===== src/logic/cluster_periph_pkg.sv =====
// shared bus types, register offsets and event layout, referenced by scoped names in every block
`default_nettype none

package cluster_periph_pkg;

  // bus widths; the id carries the requesting core index
  localparam int unsigned ADDR_W = 32;
  localparam int unsigned DATA_W = 32;
  localparam int unsigned ID_W   = 4;

  // bounded by the width of the software event write mask
  localparam int unsigned MAX_CORES = 8;

  localparam int unsigned EVT_W    = 8;
  localparam int unsigned IRQ_ID_W = 5;

  // ****************************************
  // event vector layout
  // ****************************************
  localparam int unsigned EVT_ACC_LSB = 0;
  localparam int unsigned EVT_ACC_W   = 4;
  localparam int unsigned EVT_DMA_EVT = 4;
  localparam int unsigned EVT_DMA_IRQ = 5;
  localparam int unsigned EVT_TIMER   = 6;
  localparam int unsigned EVT_SW      = 7;

  typedef logic [EVT_W-1:0] evt_vec_t;

  // ****************************************
  // peripheral bus
  // ****************************************
  typedef struct packed {
    logic              req;
    logic [ADDR_W-1:0] addr;
    // low means write
    logic              wen;
    logic [DATA_W-1:0] wdata;
    logic [ID_W-1:0]   id;
  } periph_req_t;

  typedef struct packed {
    logic              gnt;
    logic              r_valid;
    logic [DATA_W-1:0] r_rdata;
    logic [ID_W-1:0]   r_id;
  } periph_rsp_t;

  // register offsets, only the low address byte is decoded
  typedef enum logic [7:0] {
    CTRL_EOC       = 8'h00,
    CTRL_FETCH_EN  = 8'h08,
    // one word per core from here on
    CTRL_BOOT_ADDR = 8'h40
  } ctrl_reg_e;

  typedef enum logic [7:0] {
    TIMER_CFG = 8'h00,
    TIMER_CNT = 8'h08,
    TIMER_CMP = 8'h10
  } timer_reg_e;

  typedef enum logic [7:0] {
    EU_MASK         = 8'h00,
    EU_BUFFER       = 8'h04,
    EU_BUFFER_CLEAR = 8'h08,
    EU_SW_EVENT     = 8'h0C
  } eu_reg_e;

endpackage

`default_nettype wire


===== src/logic/cluster_ctrl_regs.sv =====
// control unit registers: end of computation, per-core fetch enables and boot addresses
`default_nettype none

module cluster_ctrl_regs #(
  parameter int unsigned                            NB_CORES  = 4,
  parameter logic [cluster_periph_pkg::ADDR_W-1:0] BOOT_ADDR = 32'h1C000000
) (
  input  logic                                                  clk_i,
  input  logic                                                  arst_n_i,
  input  logic                                                  fetch_en_i,
  input  cluster_periph_pkg::periph_req_t                       req_i,
  output cluster_periph_pkg::periph_rsp_t                       rsp_o,
  output logic                                                  eoc_o,
  output logic [NB_CORES-1:0]                                   fetch_enable_o,
  output logic [NB_CORES-1:0][cluster_periph_pkg::ADDR_W-1:0]   boot_addr_o
);

  logic                                  wr;
  logic [7:0]                            offset;
  logic [cluster_periph_pkg::DATA_W-1:0] rdata;
  logic                                  r_valid_q;
  logic [cluster_periph_pkg::ID_W-1:0]   r_id_q;
  logic [cluster_periph_pkg::DATA_W-1:0] r_rdata_q;

  assign wr     = req_i.req & ~req_i.wen;
  assign offset = req_i.addr[7:0];

  // read mux, boot addresses sit at base plus four per core
  always_comb begin
    rdata = '0;
    case (offset)
      cluster_periph_pkg::CTRL_EOC:      rdata[0] = eoc_o;
      cluster_periph_pkg::CTRL_FETCH_EN: rdata[NB_CORES-1:0] = fetch_enable_o;
      default: begin
        for (int i = 0; i < NB_CORES; i++) begin
          if (int'(offset) == int'(cluster_periph_pkg::CTRL_BOOT_ADDR) + 4 * i) begin
            rdata = boot_addr_o[i];
          end
        end
      end
    endcase
  end

  always_ff @(posedge clk_i or negedge arst_n_i) begin
    if (!arst_n_i) begin
      eoc_o          <= 1'b0;
      fetch_enable_o <= '0;
      boot_addr_o    <= {NB_CORES{BOOT_ADDR}};
      r_valid_q      <= 1'b0;
    end else begin
      r_valid_q <= req_i.req;
      if (wr && offset == cluster_periph_pkg::CTRL_EOC) begin
        eoc_o <= req_i.wdata[0];
      end
      // external fetch enable overrides a bus write in the same cycle
      if (fetch_en_i) begin
        fetch_enable_o <= '1;
      end else if (wr && offset == cluster_periph_pkg::CTRL_FETCH_EN) begin
        fetch_enable_o <= req_i.wdata[NB_CORES-1:0];
      end
      for (int i = 0; i < NB_CORES; i++) begin
        if (wr && int'(offset) == int'(cluster_periph_pkg::CTRL_BOOT_ADDR) + 4 * i) begin
          boot_addr_o[i] <= req_i.wdata;
        end
      end
    end
  end

  // response payload, writes return zero
  always_ff @(posedge clk_i) begin
    if (req_i.req) begin
      r_id_q    <= req_i.id;
      r_rdata_q <= req_i.wen ? rdata : '0;
    end
  end

  assign rsp_o.gnt     = req_i.req;
  assign rsp_o.r_valid = r_valid_q;
  assign rsp_o.r_rdata = r_rdata_q;
  assign rsp_o.r_id    = r_id_q;

endmodule

`default_nettype wire


===== src/logic/cluster_timer_regs.sv =====
// timer configuration and compare registers, with bus read-back of the live count
`default_nettype none

module cluster_timer_regs (
  input  logic                                  clk_i,
  input  logic                                  arst_n_i,
  input  cluster_periph_pkg::periph_req_t       req_i,
  input  logic [cluster_periph_pkg::DATA_W-1:0] count_i,
  output cluster_periph_pkg::periph_rsp_t       rsp_o,
  output logic                                  enable_o,
  output logic                                  clear_o,
  output logic [cluster_periph_pkg::DATA_W-1:0] cmp_o
);

  logic                                  wr;
  logic [7:0]                            offset;
  logic [cluster_periph_pkg::DATA_W-1:0] rdata;
  logic                                  r_valid_q;
  logic [cluster_periph_pkg::ID_W-1:0]   r_id_q;
  logic [cluster_periph_pkg::DATA_W-1:0] r_rdata_q;

  assign wr     = req_i.req & ~req_i.wen;
  assign offset = req_i.addr[7:0];

  // cfg bit 1 clears the count at the granting edge, it is not stored
  assign clear_o = wr && offset == cluster_periph_pkg::TIMER_CFG && req_i.wdata[1];

  always_comb begin
    rdata = '0;
    case (offset)
      cluster_periph_pkg::TIMER_CFG: rdata[0] = enable_o;
      cluster_periph_pkg::TIMER_CNT: rdata = count_i;
      cluster_periph_pkg::TIMER_CMP: rdata = cmp_o;
      default: ;
    endcase
  end

  always_ff @(posedge clk_i or negedge arst_n_i) begin
    if (!arst_n_i) begin
      enable_o  <= 1'b0;
      cmp_o     <= '0;
      r_valid_q <= 1'b0;
    end else begin
      r_valid_q <= req_i.req;
      if (wr && offset == cluster_periph_pkg::TIMER_CFG) begin
        enable_o <= req_i.wdata[0];
      end
      if (wr && offset == cluster_periph_pkg::TIMER_CMP) begin
        cmp_o <= req_i.wdata;
      end
    end
  end

  always_ff @(posedge clk_i) begin
    if (req_i.req) begin
      r_id_q    <= req_i.id;
      r_rdata_q <= req_i.wen ? rdata : '0;
    end
  end

  assign rsp_o.gnt     = req_i.req;
  assign rsp_o.r_valid = r_valid_q;
  assign rsp_o.r_rdata = r_rdata_q;
  assign rsp_o.r_id    = r_id_q;

endmodule

`default_nettype wire


===== src/logic/cluster_timer_counter.sv =====
// tick-driven timer counter, wraps on compare match and pulses the timer event
`default_nettype none

module cluster_timer_counter (
  input  logic                                  clk_i,
  input  logic                                  arst_n_i,
  input  logic                                  enable_i,
  input  logic                                  clear_i,
  input  logic                                  tick_i,
  input  logic [cluster_periph_pkg::DATA_W-1:0] cmp_i,
  output logic [cluster_periph_pkg::DATA_W-1:0] count_o,
  output logic                                  event_o,
  output logic                                  busy_o
);

  always_ff @(posedge clk_i or negedge arst_n_i) begin
    if (!arst_n_i) begin
      count_o <= '0;
      event_o <= 1'b0;
    end else begin
      event_o <= 1'b0;
      if (clear_i) begin
        count_o <= '0;
      end else if (enable_i && tick_i) begin
        // compare value is the last count before wrapping
        if (count_o == cmp_i) begin
          count_o <= '0;
          event_o <= 1'b1;
        end else begin
          count_o <= count_o + 1'b1;
        end
      end
    end
  end

  assign busy_o = enable_i;

endmodule

`default_nettype wire


===== src/logic/event_unit_regs.sv =====
// event unit bus side: merges two plugs, holds per-core masks, issues clears and sw events
`default_nettype none

module event_unit_regs #(
  parameter int unsigned NB_CORES = 4
) (
  input  logic                                             clk_i,
  input  logic                                             arst_n_i,
  input  cluster_periph_pkg::periph_req_t [1:0]            plug_req_i,
  input  cluster_periph_pkg::evt_vec_t [NB_CORES-1:0]      buffer_i,
  output cluster_periph_pkg::periph_rsp_t [1:0]            plug_rsp_o,
  output cluster_periph_pkg::evt_vec_t [NB_CORES-1:0]      mask_o,
  output cluster_periph_pkg::evt_vec_t [NB_CORES-1:0]      clear_o,
  output logic [NB_CORES-1:0]                              sw_evt_o
);

  cluster_periph_pkg::periph_req_t          req;
  logic                                     sel1;
  logic                                     wr;
  logic [7:0]                               offset;
  logic [cluster_periph_pkg::MAX_CORES-1:0] sw_mask;
  logic [cluster_periph_pkg::DATA_W-1:0]    rdata;
  logic                                     valid_q;
  logic                                     sel1_q;
  logic [cluster_periph_pkg::ID_W-1:0]      id_q;
  logic [cluster_periph_pkg::DATA_W-1:0]    rdata_q;

  // ****************************************
  // plug merge
  // ****************************************
  // plug 1 only gets through when plug 0 is idle
  assign sel1   = plug_req_i[1].req & ~plug_req_i[0].req;
  assign req    = sel1 ? plug_req_i[1] : plug_req_i[0];
  assign wr     = req.req & ~req.wen;
  assign offset = req.addr[7:0];

  // one bit per target core
  assign sw_mask = req.wdata[cluster_periph_pkg::MAX_CORES-1:0];

  // ****************************************
  // decode, keyed on the requesting core
  // ****************************************
  always_comb begin
    rdata = '0;
    for (int i = 0; i < NB_CORES; i++) begin
      clear_o[i]  = '0;
      sw_evt_o[i] = wr && offset == cluster_periph_pkg::EU_SW_EVENT && sw_mask[i];
      if (int'(req.id) == i) begin
        if (wr && offset == cluster_periph_pkg::EU_BUFFER_CLEAR) begin
          clear_o[i] = req.wdata[cluster_periph_pkg::EVT_W-1:0];
        end
        case (offset)
          cluster_periph_pkg::EU_MASK:   rdata[cluster_periph_pkg::EVT_W-1:0] = mask_o[i];
          cluster_periph_pkg::EU_BUFFER: rdata[cluster_periph_pkg::EVT_W-1:0] = buffer_i[i];
          default: ;
        endcase
      end
    end
  end

  always_ff @(posedge clk_i or negedge arst_n_i) begin
    if (!arst_n_i) begin
      mask_o  <= '0;
      valid_q <= 1'b0;
      sel1_q  <= 1'b0;
    end else begin
      valid_q <= req.req;
      sel1_q  <= sel1;
      for (int i = 0; i < NB_CORES; i++) begin
        if (wr && offset == cluster_periph_pkg::EU_MASK && int'(req.id) == i) begin
          mask_o[i] <= req.wdata[cluster_periph_pkg::EVT_W-1:0];
        end
      end
    end
  end

  always_ff @(posedge clk_i) begin
    if (req.req) begin
      id_q    <= req.id;
      rdata_q <= req.wen ? rdata : '0;
    end
  end

  // response goes back only to the plug that was granted
  always_comb begin
    for (int p = 0; p < 2; p++) begin
      plug_rsp_o[p].gnt     = (p == 1) ? sel1 : plug_req_i[0].req;
      plug_rsp_o[p].r_valid = valid_q && (sel1_q == (p == 1));
      plug_rsp_o[p].r_rdata = rdata_q;
      plug_rsp_o[p].r_id    = id_q;
    end
  end

endmodule

`default_nettype wire


===== src/logic/event_unit_core.sv =====
// per-core event buffers with masked lowest-index interrupt selection and acknowledge
`default_nettype none

module event_unit_core #(
  parameter int unsigned NB_CORES = 4
) (
  input  logic                                                  clk_i,
  input  logic                                                  arst_n_i,
  input  cluster_periph_pkg::evt_vec_t [NB_CORES-1:0]           evt_set_i,
  input  logic [NB_CORES-1:0]                                   sw_evt_i,
  input  cluster_periph_pkg::evt_vec_t [NB_CORES-1:0]           clear_i,
  input  cluster_periph_pkg::evt_vec_t [NB_CORES-1:0]           mask_i,
  input  logic [NB_CORES-1:0]                                   irq_ack_i,
  input  logic [NB_CORES-1:0][cluster_periph_pkg::IRQ_ID_W-1:0] irq_ack_id_i,
  output cluster_periph_pkg::evt_vec_t [NB_CORES-1:0]           buffer_o,
  output logic [NB_CORES-1:0]                                   irq_req_o,
  output logic [NB_CORES-1:0][cluster_periph_pkg::IRQ_ID_W-1:0] irq_id_o
);

  cluster_periph_pkg::evt_vec_t [NB_CORES-1:0] buffer_d;
  cluster_periph_pkg::evt_vec_t [NB_CORES-1:0] pending;

  // clears and acks first, then new events on top so a set always wins
  always_comb begin
    for (int c = 0; c < NB_CORES; c++) begin
      buffer_d[c] = buffer_o[c] & ~clear_i[c];
      for (int b = 0; b < cluster_periph_pkg::EVT_W; b++) begin
        if (irq_ack_i[c] && int'(irq_ack_id_i[c]) == b) begin
          buffer_d[c][b] = 1'b0;
        end
      end
      buffer_d[c] = buffer_d[c] | evt_set_i[c];
      buffer_d[c][cluster_periph_pkg::EVT_SW] = buffer_d[c][cluster_periph_pkg::EVT_SW]
                                                | sw_evt_i[c];
    end
  end

  always_ff @(posedge clk_i or negedge arst_n_i) begin
    if (!arst_n_i) begin
      buffer_o <= '0;
    end else begin
      buffer_o <= buffer_d;
    end
  end

  // ****************************************
  // interrupt selection
  // ****************************************
  always_comb begin
    for (int c = 0; c < NB_CORES; c++) begin
      pending[c]   = buffer_o[c] & mask_i[c];
      irq_req_o[c] = |pending[c];
      irq_id_o[c]  = '0;
      // walk down so the lowest pending index is left
      for (int b = cluster_periph_pkg::EVT_W - 1; b >= 0; b--) begin
        if (pending[c][b]) begin
          irq_id_o[c] = b[cluster_periph_pkg::IRQ_ID_W-1:0];
        end
      end
    end
  end

endmodule

`default_nettype wire


===== src/logic/cluster_peripherals.sv =====
// cluster peripheral subsystem top: control unit, timer and event unit behind bus ports
`default_nettype none

module cluster_peripherals #(
  parameter int unsigned                            NB_CORES  = 4,
  parameter logic [cluster_periph_pkg::ADDR_W-1:0] BOOT_ADDR = 32'h1C000000
) (
  input  logic                                                   clk_i,
  input  logic                                                   arst_n_i,
  input  logic                                                   fetch_en_i,
  input  logic                                                   ref_tick_i,
  input  cluster_periph_pkg::periph_req_t                        ctrl_req_i,
  input  cluster_periph_pkg::periph_req_t                        timer_req_i,
  input  cluster_periph_pkg::periph_req_t [1:0]                  eu_req_i,
  input  logic [NB_CORES-1:0][cluster_periph_pkg::EVT_ACC_W-1:0] hwpe_events_i,
  input  logic                                                   dma_cl_event_i,
  input  logic                                                   dma_cl_irq_i,
  input  logic [NB_CORES-1:0]                                    irq_ack_i,
  input  logic [NB_CORES-1:0][cluster_periph_pkg::IRQ_ID_W-1:0]  irq_ack_id_i,
  output cluster_periph_pkg::periph_rsp_t                        ctrl_rsp_o,
  output cluster_periph_pkg::periph_rsp_t                        timer_rsp_o,
  output cluster_periph_pkg::periph_rsp_t [1:0]                  eu_rsp_o,
  output logic                                                   eoc_o,
  output logic [NB_CORES-1:0]                                    fetch_enable_reg_o,
  output logic [NB_CORES-1:0][cluster_periph_pkg::ADDR_W-1:0]    boot_addr_o,
  output logic                                                   busy_o,
  output logic [NB_CORES-1:0]                                    irq_req_o,
  output logic [NB_CORES-1:0][cluster_periph_pkg::IRQ_ID_W-1:0]  irq_id_o
);

  logic                                        timer_enable;
  logic                                        timer_clear;
  logic [cluster_periph_pkg::DATA_W-1:0]       timer_cmp;
  logic [cluster_periph_pkg::DATA_W-1:0]       timer_count;
  logic                                        timer_event;
  cluster_periph_pkg::evt_vec_t [NB_CORES-1:0] evt_set;
  cluster_periph_pkg::evt_vec_t [NB_CORES-1:0] eu_mask;
  cluster_periph_pkg::evt_vec_t [NB_CORES-1:0] eu_clear;
  cluster_periph_pkg::evt_vec_t [NB_CORES-1:0] eu_buffer;
  logic [NB_CORES-1:0]                         eu_sw_evt;

  // ****************************************
  // control unit
  // ****************************************
  cluster_ctrl_regs #(
    .NB_CORES  ( NB_CORES  ),
    .BOOT_ADDR ( BOOT_ADDR )
  ) cluster_ctrl_regs_inst (
    .clk_i          ( clk_i              ),
    .arst_n_i       ( arst_n_i           ),
    .fetch_en_i     ( fetch_en_i         ),
    .req_i          ( ctrl_req_i         ),
    .rsp_o          ( ctrl_rsp_o         ),
    .eoc_o          ( eoc_o              ),
    .fetch_enable_o ( fetch_enable_reg_o ),
    .boot_addr_o    ( boot_addr_o        )
  );

  // ****************************************
  // timer
  // ****************************************
  cluster_timer_regs cluster_timer_regs_inst (
    .clk_i    ( clk_i        ),
    .arst_n_i ( arst_n_i     ),
    .req_i    ( timer_req_i  ),
    .count_i  ( timer_count  ),
    .rsp_o    ( timer_rsp_o  ),
    .enable_o ( timer_enable ),
    .clear_o  ( timer_clear  ),
    .cmp_o    ( timer_cmp    )
  );

  cluster_timer_counter cluster_timer_counter_inst (
    .clk_i    ( clk_i        ),
    .arst_n_i ( arst_n_i     ),
    .enable_i ( timer_enable ),
    .clear_i  ( timer_clear  ),
    .tick_i   ( ref_tick_i   ),
    .cmp_i    ( timer_cmp    ),
    .count_o  ( timer_count  ),
    .event_o  ( timer_event  ),
    .busy_o   ( busy_o       )
  );

  // ****************************************
  // event unit
  // ****************************************
  // dma and timer events are shared by all cores, accelerator events are per core
  always_comb begin
    for (int c = 0; c < NB_CORES; c++) begin
      evt_set[c] = '0;
      evt_set[c][cluster_periph_pkg::EVT_ACC_LSB +: cluster_periph_pkg::EVT_ACC_W] =
        hwpe_events_i[c];
      evt_set[c][cluster_periph_pkg::EVT_DMA_EVT] = dma_cl_event_i;
      evt_set[c][cluster_periph_pkg::EVT_DMA_IRQ] = dma_cl_irq_i;
      evt_set[c][cluster_periph_pkg::EVT_TIMER]   = timer_event;
    end
  end

  event_unit_regs #(
    .NB_CORES ( NB_CORES )
  ) event_unit_regs_inst (
    .clk_i      ( clk_i     ),
    .arst_n_i   ( arst_n_i  ),
    .plug_req_i ( eu_req_i  ),
    .buffer_i   ( eu_buffer ),
    .plug_rsp_o ( eu_rsp_o  ),
    .mask_o     ( eu_mask   ),
    .clear_o    ( eu_clear  ),
    .sw_evt_o   ( eu_sw_evt )
  );

  event_unit_core #(
    .NB_CORES ( NB_CORES )
  ) event_unit_core_inst (
    .clk_i        ( clk_i        ),
    .arst_n_i     ( arst_n_i     ),
    .evt_set_i    ( evt_set      ),
    .sw_evt_i     ( eu_sw_evt    ),
    .clear_i      ( eu_clear     ),
    .mask_i       ( eu_mask      ),
    .irq_ack_i    ( irq_ack_i    ),
    .irq_ack_id_i ( irq_ack_id_i ),
    .buffer_o     ( eu_buffer    ),
    .irq_req_o    ( irq_req_o    ),
    .irq_id_o     ( irq_id_o     )
  );

endmodule

`default_nettype wire


===== config.mk =====
export PLATFORM = sky130hd
export DESIGN_NAME = cluster_peripherals
export DESIGN_NICKNAME = d
export VERILOG_FILES = /design/src/logic/cluster_periph_pkg.sv /design/src/logic/cluster_ctrl_regs.sv /design/src/logic/cluster_timer_regs.sv /design/src/logic/cluster_timer_counter.sv /design/src/logic/event_unit_regs.sv /design/src/logic/event_unit_core.sv /design/src/logic/cluster_peripherals.sv
export SDC_FILE = /design/constraint.sdc
export NUM_CORES = 1
export LEC_CHECK = 0
export ABC_CLOCK_PERIOD_IN_PS = 3860
export BUFFER_PORTS_ARGS = -buffer_cell sky130_fd_sc_hd__clkbuf_2
export CELL_PAD_IN_SITES_DETAIL_PLACEMENT = 0
export CELL_PAD_IN_SITES_GLOBAL_PLACEMENT = 1
export CORE_MARGIN = 3
export CORE_UTILIZATION = 30
export CTS_CLUSTER_SIZE = 12
export DETAILED_ROUTE_END_ITERATION = 10
export GPL_TIMING_DRIVEN = 0
export PLACE_DENSITY = 0.76
export SLEW_MARGIN = 20
export SYNTH_ARGS = -nofsm -noshare
export SYNTH_HDL_FRONTEND = slang
export SYNTH_SLANG_ARGS = --single-unit

===== constraint.sdc =====
create_clock -name clk_i -period 3.86 [get_ports clk_i]
set_input_delay 0 -clock clk_i [delete_from_list [all_inputs] [get_ports clk_i]]
set_output_delay 0 -clock clk_i [all_outputs]
set_load 0.01 [all_outputs]

# [After elaboration in Yosys (flattened, before gate mapping)]
# Index checks and enable logic that the tools add are counted.
[op_classes] addsub=1 eq_ne=42 mux=94 bitwise_logic=29 reduce_logical=70
[op_table] cell="$mux 32" n=7
[op_table] cell="$mux 3" n=32
[op_table] cell="$eq 5x4->1 const B" n=16
[op_table] cell="$mux 8" n=9
[op_table] cell="$mux 70" n=1
[op_table] cell="$and 8x8->8" n=8
[op_table] cell="$pmux 8 s2" n=4
[op_table] cell="$pmux 31 s2" n=1
[op_table] cell="$logic_and 1x1->1" n=55
[op_table] cell="$eq 5x3->1 const B" n=8
[op_table] cell="$mux 1" n=35
[op_table] cell="$add 32x1->32 const B" n=1
[op_table] cell="$eq 32x32->1" n=1
[op_table] cell="$eq 8x4->1 const B" n=4
[op_table] cell="$eq 8x8->1 const B" n=4
[op_table] cell="$not 8->8" n=4
[op_table] cell="$or 8x7->8" n=4
[op_table] cell="$reduce_or 8->1" n=4
[op_table] cell="$logic_not 8->1" n=3
[op_table] cell="$eq 5x2->1 const B" n=4
[op_table] cell="$logic_not 5->1" n=4
[op_table] cell="$eq 4x3->1 const B" n=2
[op_table] cell="$eq 8x3->1 const B" n=1
[op_table] cell="$eq 8x5->1 const B" n=1
[op_table] cell="other kinds (11)" n=23
[word_totals] regBits=375 in_bits=326 output_inout_bits=310

# [Depth between registers and ports, before layout]
[logic_depth] ltp_word=13 ltp_mapped=9 mapped_depth_nobuf=7

# [Modules after synthesis]
# From an unflattened synthesis, not the netlist that was laid out.
[hier_totals] cells_unflattened=1582 hier_area_um2=18410.2
[by_module_without_submodules] mod="cluster_ctrl_regs" instances=1 cells_per_inst=541 area_each_um2=7531.0 seq_area_each_um2=4449.3
[by_module_without_submodules] mod="event_unit_regs" instances=1 cells_per_inst=394 area_each_um2=3724.8 seq_area_each_um2=1211.2
[by_module_without_submodules] mod="cluster_timer_regs" instances=1 cells_per_inst=195 area_each_um2=2966.6 seq_area_each_um2=1931.9
[by_module_without_submodules] mod="cluster_timer_counter" instances=1 cells_per_inst=218 area_each_um2=2153.3 seq_area_each_um2=825.8
[by_module_without_submodules] mod="event_unit_core" instances=1 cells_per_inst=233 area_each_um2=2030.7 seq_area_each_um2=800.8
[by_module_without_submodules] mod="cluster_peripherals" instances=1 cells_per_inst=1 area_each_um2=3.8 seq_area_each_um2=0.0

# [Worst setup path before layout]
# Ideal clock, no wire load.
[synth_timing] kind="register to register" startpoint="reg cluster_timer_counter_inst.count_o[24] in the netlist's numbering" endpoint="reg cluster_timer_counter_inst.count_o[13] in the netlist's numbering" setup_time_ns=0.131 t_arrival_ns=1.772 required_time_ns=3.729 slack_ns=1.957 path_stages_with_launch=10 path_buffers=3 synth_period_minus_slack_ns=1.903 path_cell_list="dfrtp_1 > clkbuf_1 > xnor2_1 > nand4_1 > nor4_1 > and2_1 > buf_2 > buf_2 > a2bb2oi_1 > o31ai_1"
[synth_via] elab_chain_len=4
[synth_rtl] element="from (decl)" line="cluster_timer_counter.sv:11" text="output logic [cluster_periph_pkg::DATA_W-1:0] count_o,"
[synth_rtl] element="from (signal assigned)" line="cluster_timer_counter.sv:30" text="count_o <= count_o + 1'b1;"
[synth_rtl] element="$eq 32x32->1" line="cluster_timer_counter.sv:26" text="if (count_o == cmp_i) begin"
[synth_rtl] element="$mux 32" line="cluster_timer_counter.sv:26"
[synth_rtl] element="$mux 32" line="cluster_timer_counter.sv:24" text="end else if (enable_i && tick_i) begin"
[synth_rtl] element="$mux 32" line="cluster_timer_counter.sv:22" text="if (clear_i) begin"
# Every way passes these cells. The select of a mux whose other input is x is not followed.
# A chain may end at the register's enable or synchronous reset.

==> metrics <==
status=finished clean; Clock H-tree levels=2; Max Cap Viol=0; Pins Over Slew Limit=0; share of layout cells above drive strength 1=0.398; P_leak=11.4 nW; Worst-Margin Slew=1.06 ns; Post-Synthesis Cells=1417; Ys Warns=0; pin count of the biggest net entering global routing=91; GRT Util Overall=0.189; Final period util=0.661; CTS tree=built; DRC viols=0; Sink Count=roughly 350; CTS max path bufs=3; clk root buf=clkbuf_16; flop-to-flop setup slack=1.41 ns; Chip Height=247 um; WHS Path Cells=3; Core Region=56900 um2; vias after detailed routing=14310; critical path required time=4.36 ns; ANT nets after route=0; EDFF count, synth=84; final worst slack=1.31 ns; CTS Buf Count=42; Setup CP Type=in2reg; vias in the first global route=14620; Worst path most repeated cell=dlygate4sd3_1; Yosys reg bits=351; Final Util=0.421; later-pin clock latency in the skew report=0.56 ns; RSZ-0062 raised after global routing=false; average wire per standard cell=20.3 um; total die area=61000 um2; crit-path cells=dlygate4sd3_1 -> clkbuf_2 -> nand2b_1 -> buf_4 -> inv_2 -> buf_2 -> nand4_1 -> o31ai_4 -> dlygate4sd3_1 -> a21oi_1 -> o21ai_0 -> dlygate4sd3_1; Pwr Density=372 nW/um2; HPWL after DPL=44300 um; worst hold path class=in2reg; max frequency=392 MHz; CP max FO=11; Slew headroom=0.292; first-pass GRT wire length=88900 um; syn avg cell area=~12 um2; IO Port Bufs=435; Seq/Total Area, Yosys=0.530; Die X=247 um; final hold slack=0.0350 ns; Tmin final=about 2.6 ns; total gr overflow=0; clk slew on worst S/H paths=0.06 ns; Worst R2R Path Depth=9; Vias per Instance=about 5; RePlAce Congestion=0.880; Top Ports=636; final setup fails=0; worst endpoint data arrival time=between 3 and 4 ns; Hold Fails Final Rpt=0; Max rail drop VDD=approximately 0.28 mV; Routed WL=59300 um; Starting Density=0.306; Cell Rows=87; dpl ws=1.20 ns; Multi-input gate area=7440 um2; FILL cells=between 5000 and 6000; Most used DFF post-synth=dfrtp_1; Register Area=9220 um2; Design Power=roughly 9 mW; # nets final=2454; Synth async-reset ratio=0.761; initial antenna violation count=5; Critical Path Slowest Stage Cell=dlygate4sd3_1; area grow syn2layout=37.7%; Max stage delay on crit path=0.67 ns; drt first pass iters=6; crit path launch type=input pin; Final Skew=about 0.012 ns; synth unique cells=74; Worst setup EP type=flip-flop; Mapped Area=17400 um2; number of DRC markers in iteration 0=753
logic make-up after synthesis:
| family | Yosys count | share of synthesized area |
|---|---|---|
| buffers and inverters | 157 | 0.0547 |
| xor gates and xnor gates | 43 | 0.0216 |
| other | 1 | 0.000215 |
| adders and majority gates | 1 | 0.000719 |
| DFF | 351 | 0.530 |
| AOI/OAI and AO/OA | 229 | 0.0906 |
| muxes | 225 | 0.180 |
| and+or+nand+nor | 410 | 0.123 |
worst max-delay path: cells and delay by family:
| family | cells | cell delay, ns |
|---|---|---|
| compound gates | 3 | 0.38 |
| simple gates | 2 | 0.23 |
| buf+inv | 7 | 2.43 |
through the flow:
stage / setup TNS, ns / std cells / instance area [um2]
floorplan: 0 / 1472 / 17600
global placement: -733.29 / 2663 / 20700
detailed placement: 0 / 2666 / 20800
CTS: 0 / 2917 / 24000
global route: 0 / 2917 / 24000
finish: 0 / 2918 / 24000
final timing paths:
check                                                             startpoint                                             endpoint
min                                                             eu_req_i[11]          event_unit_regs_inst.mask_o[15]$_DFFE_PN0P_
max                                                            eu_req_i[139]          event_unit_core_inst.buffer_o[31]$_DFF_PN0_
min reg2reg                      event_unit_regs_inst.mask_o[30]$_DFFE_PN0P_          event_unit_regs_inst.mask_o[30]$_DFFE_PN0P_
max reg2reg                cluster_timer_counter_inst.count_o[5]$_DFFE_PN0P_   cluster_timer_counter_inst.count_o[15]$_DFFE_PN0P_
min in group asynchronous                                           arst_n_i  cluster_ctrl_regs_inst.boot_addr_o[119]$_DFFE_PN0P_
max in group asynchronous                                           arst_n_i          event_unit_core_inst.buffer_o[25]$_DFF_PN0_
layout make-up:
type / count / share of cell area
Sequential cell: 351 / 0.385
Multi-Input combinational cell: 964 / 0.311
Timing Repair Buffer: 611 / 0.167
Clock buffer: 63 / 0.0528
Tap cell: 756 / 0.0395
Buffer: 150 / 0.0386
Clock inverter: 15 / 0.00579
Inverter: 7 / 0.00110
Antenna cell: 1 / 0.000104
flip-flops by register name, indices dropped and copies added, names as in the netlist:
register                               flops
event_unit_regs_inst.valid_q               1
cluster_timer_counter_inst.count_o        32
cluster_timer_regs_inst.r_valid_q          1
event_unit_regs_inst.rdata_q               8
cluster_ctrl_regs_inst.fetch_enable_o      4
event_unit_regs_inst.mask_o               32
cluster_timer_regs_inst.r_id_q             4
cluster_ctrl_regs_inst.r_rdata_q          32
cluster_ctrl_regs_inst.r_id_q              4
event_unit_regs_inst.sel1_q                1
cluster_ctrl_regs_inst.eoc_o               1
cluster_timer_regs_inst.r_rdata_q         32
cluster_timer_regs_inst.enable_o           1
cluster_ctrl_regs_inst.boot_addr_o       128
event_unit_regs_inst.id_q                  4
cluster_timer_regs_inst.cmp_o             32
cluster_timer_counter_inst.event_o         1
event_unit_core_inst.buffer_o             32
cluster_ctrl_regs_inst.r_valid_q           1
cell usage in the layout, fill, tap and decap left out, types with 12 or more instances in the layout:
| cell | Yosys | routed |
|---|---|---|
| nor2b_1 | 39 | 39 |
| mux4_2 | 44 | 44 |
| nand3_1 | 39 | 39 |
| xnor2_1 | 36 | 36 |
| mux2_4 | 27 | 27 |
| mux2_2 | 137 | 137 |
| mux2i_1 | 13 | 13 |
| o21bai_1 | 28 | 28 |
| clkbuf_2 | 3 | 435 |
| clkbuf_16 | 0 | 46 |
| edfxtp_1 | 84 | 84 |
| o31ai_1 | 13 | 13 |
| clkbuf_1 | 29 | 41 |
| o21ai_0 | 66 | 66 |
| and3_1 | 34 | 34 |
| buf_4 | 79 | 79 |
| buf_2 | 32 | 34 |
| nand2_1 | 130 | 130 |
| a21oi_1 | 17 | 17 |
| nand2b_1 | 15 | 15 |
| dfstp_2 | 12 | 12 |
| dlygate4sd3_1 | 0 | 173 |
| nand4_1 | 17 | 17 |
| conb_1 | 1 | 56 |
| a22oi_1 | 48 | 48 |
| dfrtp_1 | 255 | 255 |
| nor2_1 | 73 | 73 |
power by group:
group	switching, mW	internal, mW
registers	0.0741	3.90
logic	0.476	0.435
clock network	1.61	2.41
synthesized netlist by cell type, types with 6 or more instances:
cell,number,share of area
mux2_2,137,0.089
nand3b_1,9,0.0039
edfxtp_1,84,0.14
nand4_1,17,0.0061
a22oi_1,48,0.021
nand3_1,39,0.011
o21bai_1,28,0.012
buf_4,79,0.034
mux4_2,44,0.057
nor2b_1,39,0.014
mux2i_1,13,0.0075
xor2_1,7,0.0035
nor2_1,73,0.016
and3_1,34,0.012
nor3b_1,6,0.0026
dfrtp_1,255,0.37
nor4_1,8,0.0029
a22o_1,11,0.0055
a21o_1,6,0.0026
mux2_4,27,0.023
o31ai_1,13,0.0056
inv_1,6,0.0013
nand2_1,130,0.028
nand2b_1,15,0.0054
a21oi_1,17,0.0049
or3_1,6,0.0022
and4_1,7,0.0035
clkbuf_1,29,0.0063
xnor2_1,36,0.018
o21ai_0,66,0.019
buf_2,32,0.0092
dfstp_2,12,0.018
timing repair:
action / in CTS / in global routing
hold buffers: 173 / 0
resized for setup: 0 / 0
endpoints found under the hold margin: 344 / 0
setup buffers: 0 / 0
routing by layer:
layer,global-route usage,vias to the layer above,part of all wire
met3,0.0292,132,0.054
met2,0.304,518,0.47
li1,-,6501,-
met4,0.0811,6,0.041
met1,0.253,7153,0.44
met5,0,-,0.00066
(Power assumes the default switching activity.)
